**src/design/sm83_defines.svh**
```systemverilog
`ifndef SM83_DEFINES_SVH
`define SM83_DEFINES_SVH

// Datapath widths
`define SM83_ADDR_W      16
`define SM83_DATA_W      8

// Interrupt sources, one IE/IF bit each
`define SM83_IRQ_N       8

// Program counter value after reset
`define SM83_RESET_PC    16'h0000

// IE register sits at the top of the address space
`define SM83_IE_ADDR     16'hFFFF

// Interrupt 0 jumps here
`define SM83_VEC_BASE    16'h0040

// Spacing between consecutive vectors
`define SM83_VEC_STRIDE  16'd8

`endif

```
**src/design/addr_pkg.sv**
```systemverilog
`include "sm83_defines.svh"

// Address side types
package addr_pkg;

	// Full external address
	typedef logic [`SM83_ADDR_W-1:0] addr_t;

	// What the incrementer does this cycle
	typedef enum logic [1:0] {
		STEP_HOLD = 2'b00,  // Pass through
		STEP_INC  = 2'b01,  // +1
		STEP_DEC  = 2'b10   // -1
	} step_op_t;

endpackage

```
**src/design/irq_pkg.sv**
```systemverilog
`include "sm83_defines.svh"

// Interrupt side types
package irq_pkg;

	// Byte on the data bus
	typedef logic [`SM83_DATA_W-1:0] data_t;

	// One bit per source, bit 0 has highest priority
	typedef logic [`SM83_IRQ_N-1:0] irq_mask_t;

	// Index of the winning source
	typedef logic [$clog2(`SM83_IRQ_N)-1:0] irq_idx_t;

endpackage

```
**src/design/addr_incdec.sv**
```systemverilog
`timescale 1ns/1ps

module addr_incdec (
	input  logic               clk,        // Assertion sampling only
	input  logic               rst_n,
	input  addr_pkg::addr_t    pc,
	input  addr_pkg::step_op_t step_op,
	input  logic               pair_step,  // Force a step into the high byte
	output addr_pkg::addr_t    stepped
);

	localparam int ADDR_W = $bits(addr_pkg::addr_t);
	localparam int HALF   = ADDR_W / 2;

	logic            inc;
	logic            dec;
	logic            step_lo;   // Carry into bit 0
	logic            wrap_lo;   // Low byte wrapped
	logic            carry_hi;  // Carry into the high byte
	addr_pkg::addr_t prop;      // Per-bit propagate
	addr_pkg::addr_t cin;       // Per-bit carry or borrow in

	assign inc     = (step_op == addr_pkg::STEP_INC);
	assign dec     = (step_op == addr_pkg::STEP_DEC);
	assign step_lo = inc | dec;

	// A set bit passes an increment on and a clear bit passes a decrement on
	always_comb begin
		for (int i = 0; i < ADDR_W; i++) begin
			prop[i] = pc[i] ? inc : dec;
		end
	end

	always_comb begin
		cin[0] = step_lo;
		for (int i = 1; i < HALF; i++) begin
			cin[i] = cin[i-1] & prop[i-1];
		end
		wrap_lo  = cin[HALF-1] & prop[HALF-1];  // 0xFF->0x00 or 0x00->0xFF
		carry_hi = step_lo & (wrap_lo | pair_step);
		cin[HALF] = carry_hi;
		for (int i = HALF + 1; i < ADDR_W; i++) begin
			cin[i] = cin[i-1] & prop[i-1];
		end
	end

	assign stepped = pc ^ cin;  // Toggle every bit that receives a carry

	a_hold_keeps_pc: assert property (
		@(posedge clk) disable iff (!rst_n)
		(step_op == addr_pkg::STEP_HOLD) |-> (stepped == pc)
	) else $error("HOLD changed the address");

	a_step_op_legal: assert property (
		@(posedge clk) disable iff (!rst_n)
		step_op inside {addr_pkg::STEP_HOLD, addr_pkg::STEP_INC, addr_pkg::STEP_DEC}
	) else $error("Unused step encoding");

	// Pair mode always moves the high byte by exactly one
	a_pair_moves_high: assert property (
		@(posedge clk) disable iff (!rst_n)
		(inc && pair_step) |->
			(stepped[ADDR_W-1:HALF] == pc[ADDR_W-1:HALF] + (ADDR_W-HALF)'(1))
	) else $error("Pair increment missed the high byte");

endmodule

```
**src/design/irq_ctrl.sv**
```systemverilog
`timescale 1ns/1ps

`include "sm83_defines.svh"

module irq_ctrl (
	input  logic               clk,
	input  logic               rst_n,
	input  addr_pkg::addr_t    addr,        // Driven address bus
	input  irq_pkg::irq_mask_t irq_trig,
	input  logic               ie_wr,       // Write strobe for IE
	input  irq_pkg::data_t     data_in,
	input  logic               rd,
	input  logic               irq_enable,  // Sequencer allows servicing
	input  logic               ime,         // Master enable
	output irq_pkg::irq_mask_t irq_ack,
	output logic               irq_taken,
	output addr_pkg::addr_t    irq_vector,
	output logic               irq_pending,
	output logic               ie_hit,
	output irq_pkg::data_t     ie_rd_data
);

	localparam int IRQ_N = $bits(irq_pkg::irq_mask_t);

	irq_pkg::irq_mask_t ie_q;
	irq_pkg::irq_mask_t if_q;
	irq_pkg::irq_mask_t if_next;
	irq_pkg::irq_mask_t lowest;    // Lowest set IF bit, one-hot
	irq_pkg::irq_idx_t  win_idx;
	logic               allow;

	// IE access decode
	assign ie_hit     = (addr == `SM83_IE_ADDR);
	assign ie_rd_data = (rd && ie_hit) ? irq_pkg::data_t'(ie_q) : '0;

	always_ff @(posedge clk or negedge rst_n) begin
		if (!rst_n) begin
			ie_q <= '0;
		end else if (ie_wr && ie_hit) begin
			ie_q <= irq_pkg::irq_mask_t'(data_in);
		end
	end

	// Acknowledge wins over a new trigger on the same bit
	assign if_next = ~irq_ack & (if_q | (irq_trig & ie_q));

	always_ff @(posedge clk or negedge rst_n) begin
		if (!rst_n) begin
			if_q <= '0;
		end else begin
			if_q <= if_next;
		end
	end

	// Priority encoder, scan from the top so bit 0 ends up winning
	always_comb begin
		lowest  = '0;
		win_idx = '0;
		for (int i = IRQ_N - 1; i >= 0; i--) begin
			if (if_q[i]) begin
				lowest  = irq_pkg::irq_mask_t'(1) << i;
				win_idx = irq_pkg::irq_idx_t'(i);
			end
		end
	end

	assign allow       = irq_enable & ime;
	assign irq_ack     = allow ? lowest : '0;
	assign irq_taken   = |irq_ack;
	assign irq_pending = |if_q;

	// Vector = base + stride * index
	assign irq_vector = `SM83_VEC_BASE + `SM83_VEC_STRIDE * addr_pkg::addr_t'(win_idx);

	a_ack_onehot: assert property (
		@(posedge clk) disable iff (!rst_n)
		$onehot0(irq_ack)
	) else $error("More than one acknowledge active");

	a_ack_clears_if: assert property (
		@(posedge clk) disable iff (!rst_n)
		(irq_ack != '0) |=> ((if_q & $past(irq_ack)) == '0)
	) else $error("Acknowledged IF bit still set");

endmodule

```
**src/design/pc_sequencer.sv**
```systemverilog
`timescale 1ns/1ps

`include "sm83_defines.svh"

module pc_sequencer (
	input  logic            clk,
	input  logic            rst_n,
	input  addr_pkg::addr_t stepped,      // From the incrementer
	input  logic            irq_taken,
	input  addr_pkg::addr_t irq_vector,
	input  logic            pc_load,
	input  addr_pkg::addr_t pc_load_val,
	input  logic            bus_disable,  // Blank the external bus
	output addr_pkg::addr_t pc,
	output addr_pkg::addr_t addr
);

	addr_pkg::addr_t pc_next;

	// Vector beats load and load beats step
	always_comb begin
		if (irq_taken) begin
			pc_next = irq_vector;
		end else if (pc_load) begin
			pc_next = pc_load_val;
		end else begin
			pc_next = stepped;
		end
	end

	always_ff @(posedge clk or negedge rst_n) begin
		if (!rst_n) begin
			pc <= `SM83_RESET_PC;
		end else begin
			pc <= pc_next;
		end
	end

	// PC keeps running behind a blanked bus
	assign addr = bus_disable ? '0 : pc;

	a_bus_blank: assert property (
		@(posedge clk) disable iff (!rst_n)
		bus_disable |-> (addr == '0)
	) else $error("Address bus not blanked");

endmodule

```
**src/design/sm83_bottom.sv**
```systemverilog
`timescale 1ns/1ps

module sm83_bottom (
	input  logic               clk,
	input  logic               rst_n,
	input  addr_pkg::step_op_t step_op,
	input  logic               pair_step,
	input  logic               pc_load,
	input  addr_pkg::addr_t    pc_load_val,
	input  logic               bus_disable,
	input  irq_pkg::irq_mask_t irq_trig,
	input  logic               ie_wr,
	input  irq_pkg::data_t     data_in,
	input  logic               rd,
	input  logic               irq_enable,
	input  logic               ime,
	output addr_pkg::addr_t    addr,
	output irq_pkg::irq_mask_t irq_ack,
	output logic               irq_pending,
	output logic               irq_taken,
	output logic               ie_hit,
	output irq_pkg::data_t     ie_rd_data
);

	addr_pkg::addr_t pc;          // Current program counter
	addr_pkg::addr_t stepped;     // PC after inc/dec
	addr_pkg::addr_t irq_vector;

	addr_incdec u_addr_incdec (
		.clk       (clk),
		.rst_n     (rst_n),
		.pc        (pc),
		.step_op   (step_op),
		.pair_step (pair_step),
		.stepped   (stepped)
	);

	irq_ctrl u_irq_ctrl (
		.clk         (clk),
		.rst_n       (rst_n),
		.addr        (addr),
		.irq_trig    (irq_trig),
		.ie_wr       (ie_wr),
		.data_in     (data_in),
		.rd          (rd),
		.irq_enable  (irq_enable),
		.ime         (ime),
		.irq_ack     (irq_ack),
		.irq_taken   (irq_taken),
		.irq_vector  (irq_vector),
		.irq_pending (irq_pending),
		.ie_hit      (ie_hit),
		.ie_rd_data  (ie_rd_data)
	);

	pc_sequencer u_pc_sequencer (
		.clk         (clk),
		.rst_n       (rst_n),
		.stepped     (stepped),
		.irq_taken   (irq_taken),
		.irq_vector  (irq_vector),
		.pc_load     (pc_load),
		.pc_load_val (pc_load_val),
		.bus_disable (bus_disable),
		.pc          (pc),
		.addr        (addr)
	);

endmodule

```
**config.mk**
```make
export PLATFORM = sky130hd
export DESIGN_NAME = sm83_bottom
export DESIGN_NICKNAME = d
export VERILOG_FILES = /design/src/design/addr_pkg.sv /design/src/design/irq_pkg.sv /design/src/design/addr_incdec.sv /design/src/design/irq_ctrl.sv /design/src/design/pc_sequencer.sv /design/src/design/sm83_bottom.sv
export VERILOG_INCLUDE_DIRS = /design/src /design/src/design
export SDC_FILE = /design/constraint.sdc
export NUM_CORES = 1
export LEC_CHECK = 0
export BUFFER_PORTS_ARGS = -buffer_cell sky130_fd_sc_hd__buf_2
export CELL_PAD_IN_SITES_DETAIL_PLACEMENT = 2
export CELL_PAD_IN_SITES_GLOBAL_PLACEMENT = 2
export CORE_AREA = 2 2 87 89
export CTS_BUF_LIST = sky130_fd_sc_hd__clkbuf_4 sky130_fd_sc_hd__clkbuf_8 sky130_fd_sc_hd__clkbuf_16
export DETAILED_ROUTE_END_ITERATION = 8
export DIE_AREA = 0 0 89 91
export PLACE_DENSITY_LB_ADDON = 0.1
export SYNTH_ARGS = -nofsm -noshare
export SYNTH_HDL_FRONTEND = slang
export SYNTH_SLANG_ARGS = --single-unit
export TNS_END_PERCENT = 5
```
**constraint.sdc**
```tcl
create_clock -name clk -period 3.3 [get_ports clk]
set_input_delay 0.165 -clock clk [delete_from_list [all_inputs] [get_ports clk]]
set_output_delay 0.165 -clock clk [all_outputs]
set_load 0.01 [all_outputs]
```
==> reports/qor.yml, run 1 <==
sta:
  worst_slack_ns: 0.838
  relSlewSlack_pct: 48.1
  setup-tns-final_ns: 0
  hold_ws_ns: 0.111
  fin_crit_sh_pct: 74.6
  period_minus_slack_ns: 2.46
  grt_setup_unrepaired: "no"
  worst_pin_slew_ns: 0.779
  fmax_mhz: 406
  clock_skew_ns: 0.00605
  slew_violations: 0
  hold_violations: 0
  finalSetupViolCount: 0
clocking:
  cts_buffers: 5
  cts_tree: "done"
  cts.htree.levels: 2
  path_clk_slew_ns: 0.07
  cts.sinks: 32
  cts_root_buf: "clkbuf_8"
  postCtsHoldBufs: 1
  post-cts-setup-buffers: 0
  ctsResizeCount: 0
  cts.path.max_buffers: 2
  clk_latency_ns: 0.28
route:
  drc_errors: 0
  final_antenna_net_count: 0
  drt_iter0_drc: 67
  via_count: 2130
  drt-pass1-iter-count: 4
  drt-total-wl_mm: 7.04
  drt-wirelength-per-cell_um: 16.8
  via_per_inst: 5.07
floorplanning:
  fp.dieW_um: 89
  design.die.area_um2: 8100
  start_util_pct: 30.5
  core_area_um2: 7140
  num_io_pins: 78
  die-height_um: 91
  rows: 31
critical_path:
  critical_path.top_delay_family: "compound AO/OA/AOI/OAI gates"
  critPathArrivalTime_ns: 2.59
  path_buf_inv: 0
  worst-path-max-fanout: 10
  path_class: "reg2reg"
  path_cells: "or4b_1 > a311o_1 > a2111oi_2 > xnor2_1 > a21oi_1"
  crit_path_top_delay_cell: "or4b_1"
  cp_slowest_stage_delay_ns: 0.55
  cp.required_ns: 3.43
  start_kind: "register"
  critPathCaptureType: "register"
power_and_ir_drop:
  switching_share_pct: 28.9
  share_seq_of_total_power_pct: 43.7
  p_clk_share_pct: 37.3
  p_int_uw: 739
  power.switching_uw: 301
  peakVddDrop_uv: 160
  leakagePower_nw: 1.32
  p_comb_share_pct: 18.9
  power.total_mw: 1.04
  powerDensity_nw_per_um2: 378
finish:
  fillCellCount: 855
  antenna_cells: 0
  final-instance-count-excl-fill: 420
  layout-drive-gt1-share_pct: 32.4
  syn_to_final_growth_pct: 26.5
  fin_util_pct: 38.6
  finalNetCount: 367
  design_area_um2: 2750
grt:
  grt-ovfl-total: 0
  grt_antenna_before_repair: 0
  grt_use_total_pct: 18.4
  grt_max_degree: 33
  grt_pass1_vias: 2283
  grt_pass1_wl_mm: 11.7
run:
  drv_cap: 0
synthesis:
  synth_seq_area_share_pct: 36.8
  synthCells: 248
  synth.top_cell.area_share_pct: 36.8
  ys_warn_count: 0
  synth_area_leaders: "dfrtp_1, xnor2_1, mux2_2"
  netlist_area_um2: 2180
  synth_edf_count: 0
  synth_top_flop_cell: "dfrtp_1"
  avgSynthCellArea_um2: 8.77
  ys_seq_elements: 32
  synth_async_sr_flop_share_pct: 100
  synth_cell_type_count: 43
  yosys.area.top_type: "dfrtp_1"
  syn-num-nets: 295
place:
  gp_congestion: 0.746
  pre_cts_ws_ns: 0.792
  post-dp-hpwl_mm: 5.33
  placed_cell_area_um2: 2630
  portBuffers: 77
  dp_cells: 411
status:
  outcome: "complete, no violations"
hold_path:
  min_path_type: "in2reg"
## state kept, by name, indices dropped and copies added, names as in the netlist
name / count
u_irq_ctrl.ie_q: 8
u_irq_ctrl.if_q: 8
u_pc_sequencer.pc: 16
## kinds of logic (layout without fill, tap and decap cells)
family,count (synthesis),in the layout,share of synthesized area (%)
XOR/XNOR,14,14,5.64
AND/OR/NAND/NOR,94,94,23.5
buffers and inverters,24,97,4.95
AO/OA/AOI/OAI,65,65,19.4
multiplexers,15,15,7.42
adder cells (fa/ha/maj),4,4,2.30
flip-flops,32,32,36.8
## per-layer routing
metal | GRT usage [%] | vias to the layer above | share of wire (%)
met5 | 0 | - | 0
met4 | 2.99 | 0 | 0.77
met3 | 3.18 | 5 | 3.9
met2 | 29.2 | 47 | 46
met1 | 26.7 | 1045 | 49
li1 | - | 1033 | -
## worst paths after layout
check / from / endpoint / slack [ns] / cells after the start
max in group asynchronous: rst_n / u_irq_ctrl.ie_q[3] / 2.29 / 2
hold / removal: data_in[4] / u_irq_ctrl.ie_q[4] / 0.11 / 2
setup reg to reg: u_pc_sequencer.pc[2] / u_pc_sequencer.pc[13] / 0.84 / 5
hold reg to reg: u_irq_ctrl.ie_q[3] / u_irq_ctrl.ie_q[3] / 0.53 / 1
setup / recovery: u_pc_sequencer.pc[2] / u_pc_sequencer.pc[13] / 0.84 / 5
min in group asynchronous: rst_n / u_pc_sequencer.pc[0] / 0.50 / 2
## power groups by stage
| stage | logic [mW] | registers, mW | clock network, mW |
|---|---|---|---|
| after floorplan | 0.140 | 0.437 | 0 |
| after global placement | 0.194 | 0.461 | 0 |
| after detailed placement | 0.199 | 0.462 | 0 |
| after CTS | 0.201 | 0.455 | 0.406 |
| after global routing | 0.224 | 0.460 | 0.416 |
| final | 0.197 | 0.455 | 0.388 |
## Yosys cell counts, drive strengths merged, types with 6 or more instances
master,count
o21ai,20
clkbuf,12
nand2,21
and3,11
nor2b,15
inv,8
nor3b,6
a21oi,20
mux2,9
dfrtp,32
nor3,7
mux2i,6
xnor2,12
nor2,14
## placed cells by master (no fill, tap or decap), drive strengths merged, types with 2 or more instances in the layout
| master | n |
|---|---|
| buf | 80 |
| dfrtp | 32 |
| nand2 | 21 |
| o21ai | 20 |
| a21oi | 20 |
| nor2b | 15 |
| nor2 | 14 |
| xnor2 | 12 |
| and3 | 11 |
| mux2 | 9 |
| inv | 8 |
| nor3 | 7 |
| nor3b | 6 |
| mux2i | 6 |
| clkbuf | 6 |
| nand3 | 4 |
| nand4 | 4 |
| ha | 4 |
| a211oi | 4 |
| nor4 | 3 |
| a21o | 3 |
| a2111oi | 3 |
| o21bai | 2 |
| o22ai | 2 |
| xor2 | 2 |
| nand2b | 2 |
| and4 | 2 |
| a41o | 2 |
| a22oi | 2 |
| or4b | 2 |
## worst reg2reg max path, delay by kind of cell (launching register included)
| family | cells | cell delay (ns) |
|---|---|---|
| XOR/XNOR | 1 | 0.16 |
| AO/OA/AOI/OAI | 3 | 1.11 |
| flip-flops | 1 | 0.49 |
| AND/OR/NAND/NOR | 1 | 0.55 |
## area by class of cell
class	count	area, um2	share of cell area (%)
clock buffers	6	76.3	2.77
repair buffers	81	418	15.2
inverters	8	30.0	1.09
well taps	99	124	4.50
flip-flops and latches	32	801	29.1
multi-input cells	192	1270	46.1
clock inverters	2	35.0	1.27
No activity file was read; power rests on OpenSTA's default activity.
==> inputs of run 2 (changes only) <==
ABC_AREA = 1   (was unset)
CORE_AREA = 2 2 98 100   (was 2 2 87 89)
DIE_AREA = 0 0 100 102   (was 0 0 89 91)
clock period = 2.2 ns   (was 3.3 ns; I/O delays follow)
==> reports/qor.yml, run 2 <==
sta:
  grt_setup_unrepaired: "yes"
  period_minus_slack_ns: 1.97
  clock_skew_ns: 0.00768  # +0.00163 ns
  finalSetupViolCount: 0  # unchanged
  relSlewSlack_pct: 45.7  # -2.4 points
  fmax_mhz: 508
  setup-tns-final_ns: 0  # unchanged
  worst_pin_slew_ns: 0.815  # +0.0360 ns
  slew_violations: 0  # unchanged
  hold_violations: 0  # unchanged
  fin_crit_sh_pct: 89.5
clocking:
  cts_root_buf: "clkbuf_8"
  path_clk_slew_ns: 0.08  # about the same
  clk_latency_ns: 0.29  # about the same
  cts_buffers: 5  # unchanged
  cts.sinks: 32  # unchanged
  post-cts-setup-buffers: 0  # unchanged
  cts.htree.levels: 2  # unchanged
  cts.path.max_buffers: 2  # unchanged
  cts_tree: "done"
grt:
  grt_antenna_before_repair: 0  # unchanged
  grt_pass1_wl_mm: 12.5  # +7.2%
  grt_use_total_pct: 15.9  # -2.5 points
  grt_pass1_vias: 2511  # +10%
  grt_max_degree: 33  # unchanged
  grt-ovfl-total: 0  # unchanged
hold_path:
  min_to: "u_irq_ctrl.ie_q[1]"
  min_path_type: "in2reg"
  hold_start: "data_in[1]"
  holdPathStages: 2  # unchanged
route:
  final_antenna_net_count: 0  # unchanged
  drt_iter0_drc: 31  # -54%
  drt-total-wl_mm: 7.62  # +8.2%
  drt-pass1-iter-count: 4  # unchanged
  via_per_inst: 4.54  # -10%
  drt-wirelength-per-cell_um: 15.5  # -7.7%
  via_count: 2236  # +5.0%
  drc_errors: 0  # unchanged
critical_path:
  path_buf_inv: 2  # +2
  critical_path.top_delay_family: "simple AND/OR/NAND/NOR gates"
  timing.rr.start: "u_pc_sequencer.pc[0]"
  path_class: "reg2out"
  critPathCaptureType: "output port"
  path_cells: "nand4_1 > nor4_4 > buf_4 > nand2_2 > nor2_1 > buf_2"
  timing.rr.end: "u_pc_sequencer.pc[14]"
  cp.required_ns: 2.09  # -1.34 ns
  start_kind: "register"
  crit_path_top_delay_cell: "dfrtp_1"
  ff2ff_setup_slack_ns: 0.23  # -0.61 ns
  critPathArrivalTime_ns: 1.86  # -0.73 ns
  cp_slowest_stage_delay_ns: 0.47  # -0.08 ns
  worst-path-max-fanout: 8  # -2
  reg2reg_depth: 14  # +9
floorplanning:
  core_area_um2: 9110  # +28%
  num_io_pins: 78  # unchanged
  fp.dieW_um: 100  # +12%
  rows: 35  # +13%
  die-height_um: 102  # +12%
  start_util_pct: 23.6  # -6.9 points
  design.die.area_um2: 10200  # +26%
finish:
  final-instance-count-excl-fill: 492  # +17%
  final_common_cell: "buf_2"
  regMostFlops: "u_pc_sequencer.pc"
  largest_register_ffs: 16  # unchanged
  antenna_cells: 0  # unchanged
  fin_util_pct: 31.1  # -7.5 points
  fillCellCount: 1103  # +29%
  layout-drive-gt1-share_pct: 32.0  # -0.38 points
  largest_registers: "u_pc_sequencer.pc (16), u_irq_ctrl.ie_q (8), u_irq_ctrl.if_q (8)"
  layout_common_cells: "buf_2, nor2_1, inv_1, nand2_1, dfrtp_1"
  syn_to_final_growth_pct: 31.5
  design_area_um2: 2830  # +2.9%
  finalNetCount: 427  # +16%
synthesis:
  ys_top_cells_by_count: "nor2_1, inv_1, nand2_1"
  synth_area_leaders: "dfrtp_1, nor2_1, inv_1"
  synth_edf_count: 0  # unchanged
  netlist_area_um2: 2150  # -1.1%
  yosys.area.top_type: "dfrtp_1"
  syn-num-nets: 343  # +16%
  ys_seq_elements: 32  # unchanged
  avgSynthCellArea_um2: 7.27  # -17%
  synthCells: 296  # +19%
  synth.top_cell.area_share_pct: 37.2  # +0.41 points
  synth_cell_type_count: 35  # -19%
  synth_most_common_cell: "nor2_1"
  ys_warn_count: 0  # unchanged
  synth_seq_area_share_pct: 37.2  # +0.41 points
  synth_top_flop_cell: "dfrtp_1"
  synth_async_sr_flop_share_pct: 100  # unchanged
place:
  dp_cells: 483  # +18%
  gp_congestion: 0.856  # +15%
  placed_cell_area_um2: 2690  # +2.2%
  portBuffers: 77  # unchanged
  post-dp-hpwl_mm: 5.95  # +12%
power_and_ir_drop:
  power.total_mw: 1.58  # +52%
  leakagePower_nw: 1.52  # +15%
  peakVddDrop_uv: 268  # +67%
  powerDensity_nw_per_um2: 558  # +48%
run:
  drv_cap: 0  # unchanged
status:
  outcome: "complete, no violations"
run 2: changes by cell type in the layout (fill, tap and decap cells not counted), sizes merged, moves of 6 or more:
cell,previous run,this run
nor2,14,62
inv,8,55
nand2,21,48
nor2b,15,0
xnor2,12,0
and3,11,0
a21oi,20,14
mux2i,6,0
nor3b,6,0
run 2: power breakdown:
| group | internal, mW | total [mW] | switching [mW] |
|---|---|---|---|
| combinational | 0.118 | 0.313 | 0.195 |
| sequential | 0.620 | 0.664 | 0.0442 |
| clock | 0.349 | 0.602 | 0.253 |
run 2: logic make-up (layout without fill, tap and decap cells):
family,Yosys count,count (layout),share of synthesized area [%]
AO/OA/AOI/OAI,47,47,12.4
flip-flops,32,32,37.2
buffers and inverters,63,148,11.5
XOR/XNOR,7,7,2.85
adder cells (fa/ha/maj),4,4,2.33
AND/OR/NAND/NOR,135,135,29.5
multiplexers,8,8,4.19
run 2: how the worst max path moves through the flow:
| stage | from | end | slack (ns) | cells after the start |
|---|---|---|---|---|
| floorplan | u_pc_sequencer.pc[7] | u_irq_ctrl.ie_q[1] | 0.37 | 6 |
| global placement | step_op[0] | u_pc_sequencer.pc[14] | 0.05 | 16 |
| detailed placement | step_op[0] | u_pc_sequencer.pc[14] | -0.03 | 16 |
| CTS | u_pc_sequencer.pc[5] | ie_rd_data[5] | 0.04 | 6 |
| global route | u_pc_sequencer.pc[7] | ie_rd_data[3] | -0.003 | 8 |
| finish | u_pc_sequencer.pc[5] | ie_rd_data[5] | 0.23 | 6 |
run 2: per-stage QoR:
step	setup slack, ns	hold WS (ns)
2_1_floorplan	0.366	-0.186
3_5_place_dp	-0.0310	0.255
4_1_cts	0.0366	0.0228
5_1_grt	-0.00271	0.0215
6_report	0.230	0.0339
3_3_place_gp	0.0458	0.250
run 2: repair_timing:
item / CTS / global route
setup endpoints to repair: 0 / 11
hold buffers: 1 / 0
hold endpoints to repair: 32 / 0
gates resized for setup: 0 / 7
run 2: layout make-up:
| cell class | instances | area (um2) | share of cell area (%) |
|---|---|---|---|
| multi-input combinational | 201 | 1120 | 39.7 |
| inverter | 55 | 206 | 7.29 |
| sequential | 32 | 802 | 28.3 |
| timing repair buffer | 85 | 448 | 15.8 |
| clock buffer | 6 | 76.3 | 2.70 |
| clock inverter | 2 | 35.0 | 1.24 |
| tap | 111 | 139 | 4.91 |
run 2: metal layers:
metal | track usage, % | vias to the layer above | part of all wire, %
met5 | 0 | - | 0
met4 | 3.79 | 0 | 0.85
met3 | 3.90 | 4 | 5.7
met2 | 29.8 | 59 | 51
met1 | 18.3 | 1071 | 42
li1 | - | 1102 | -
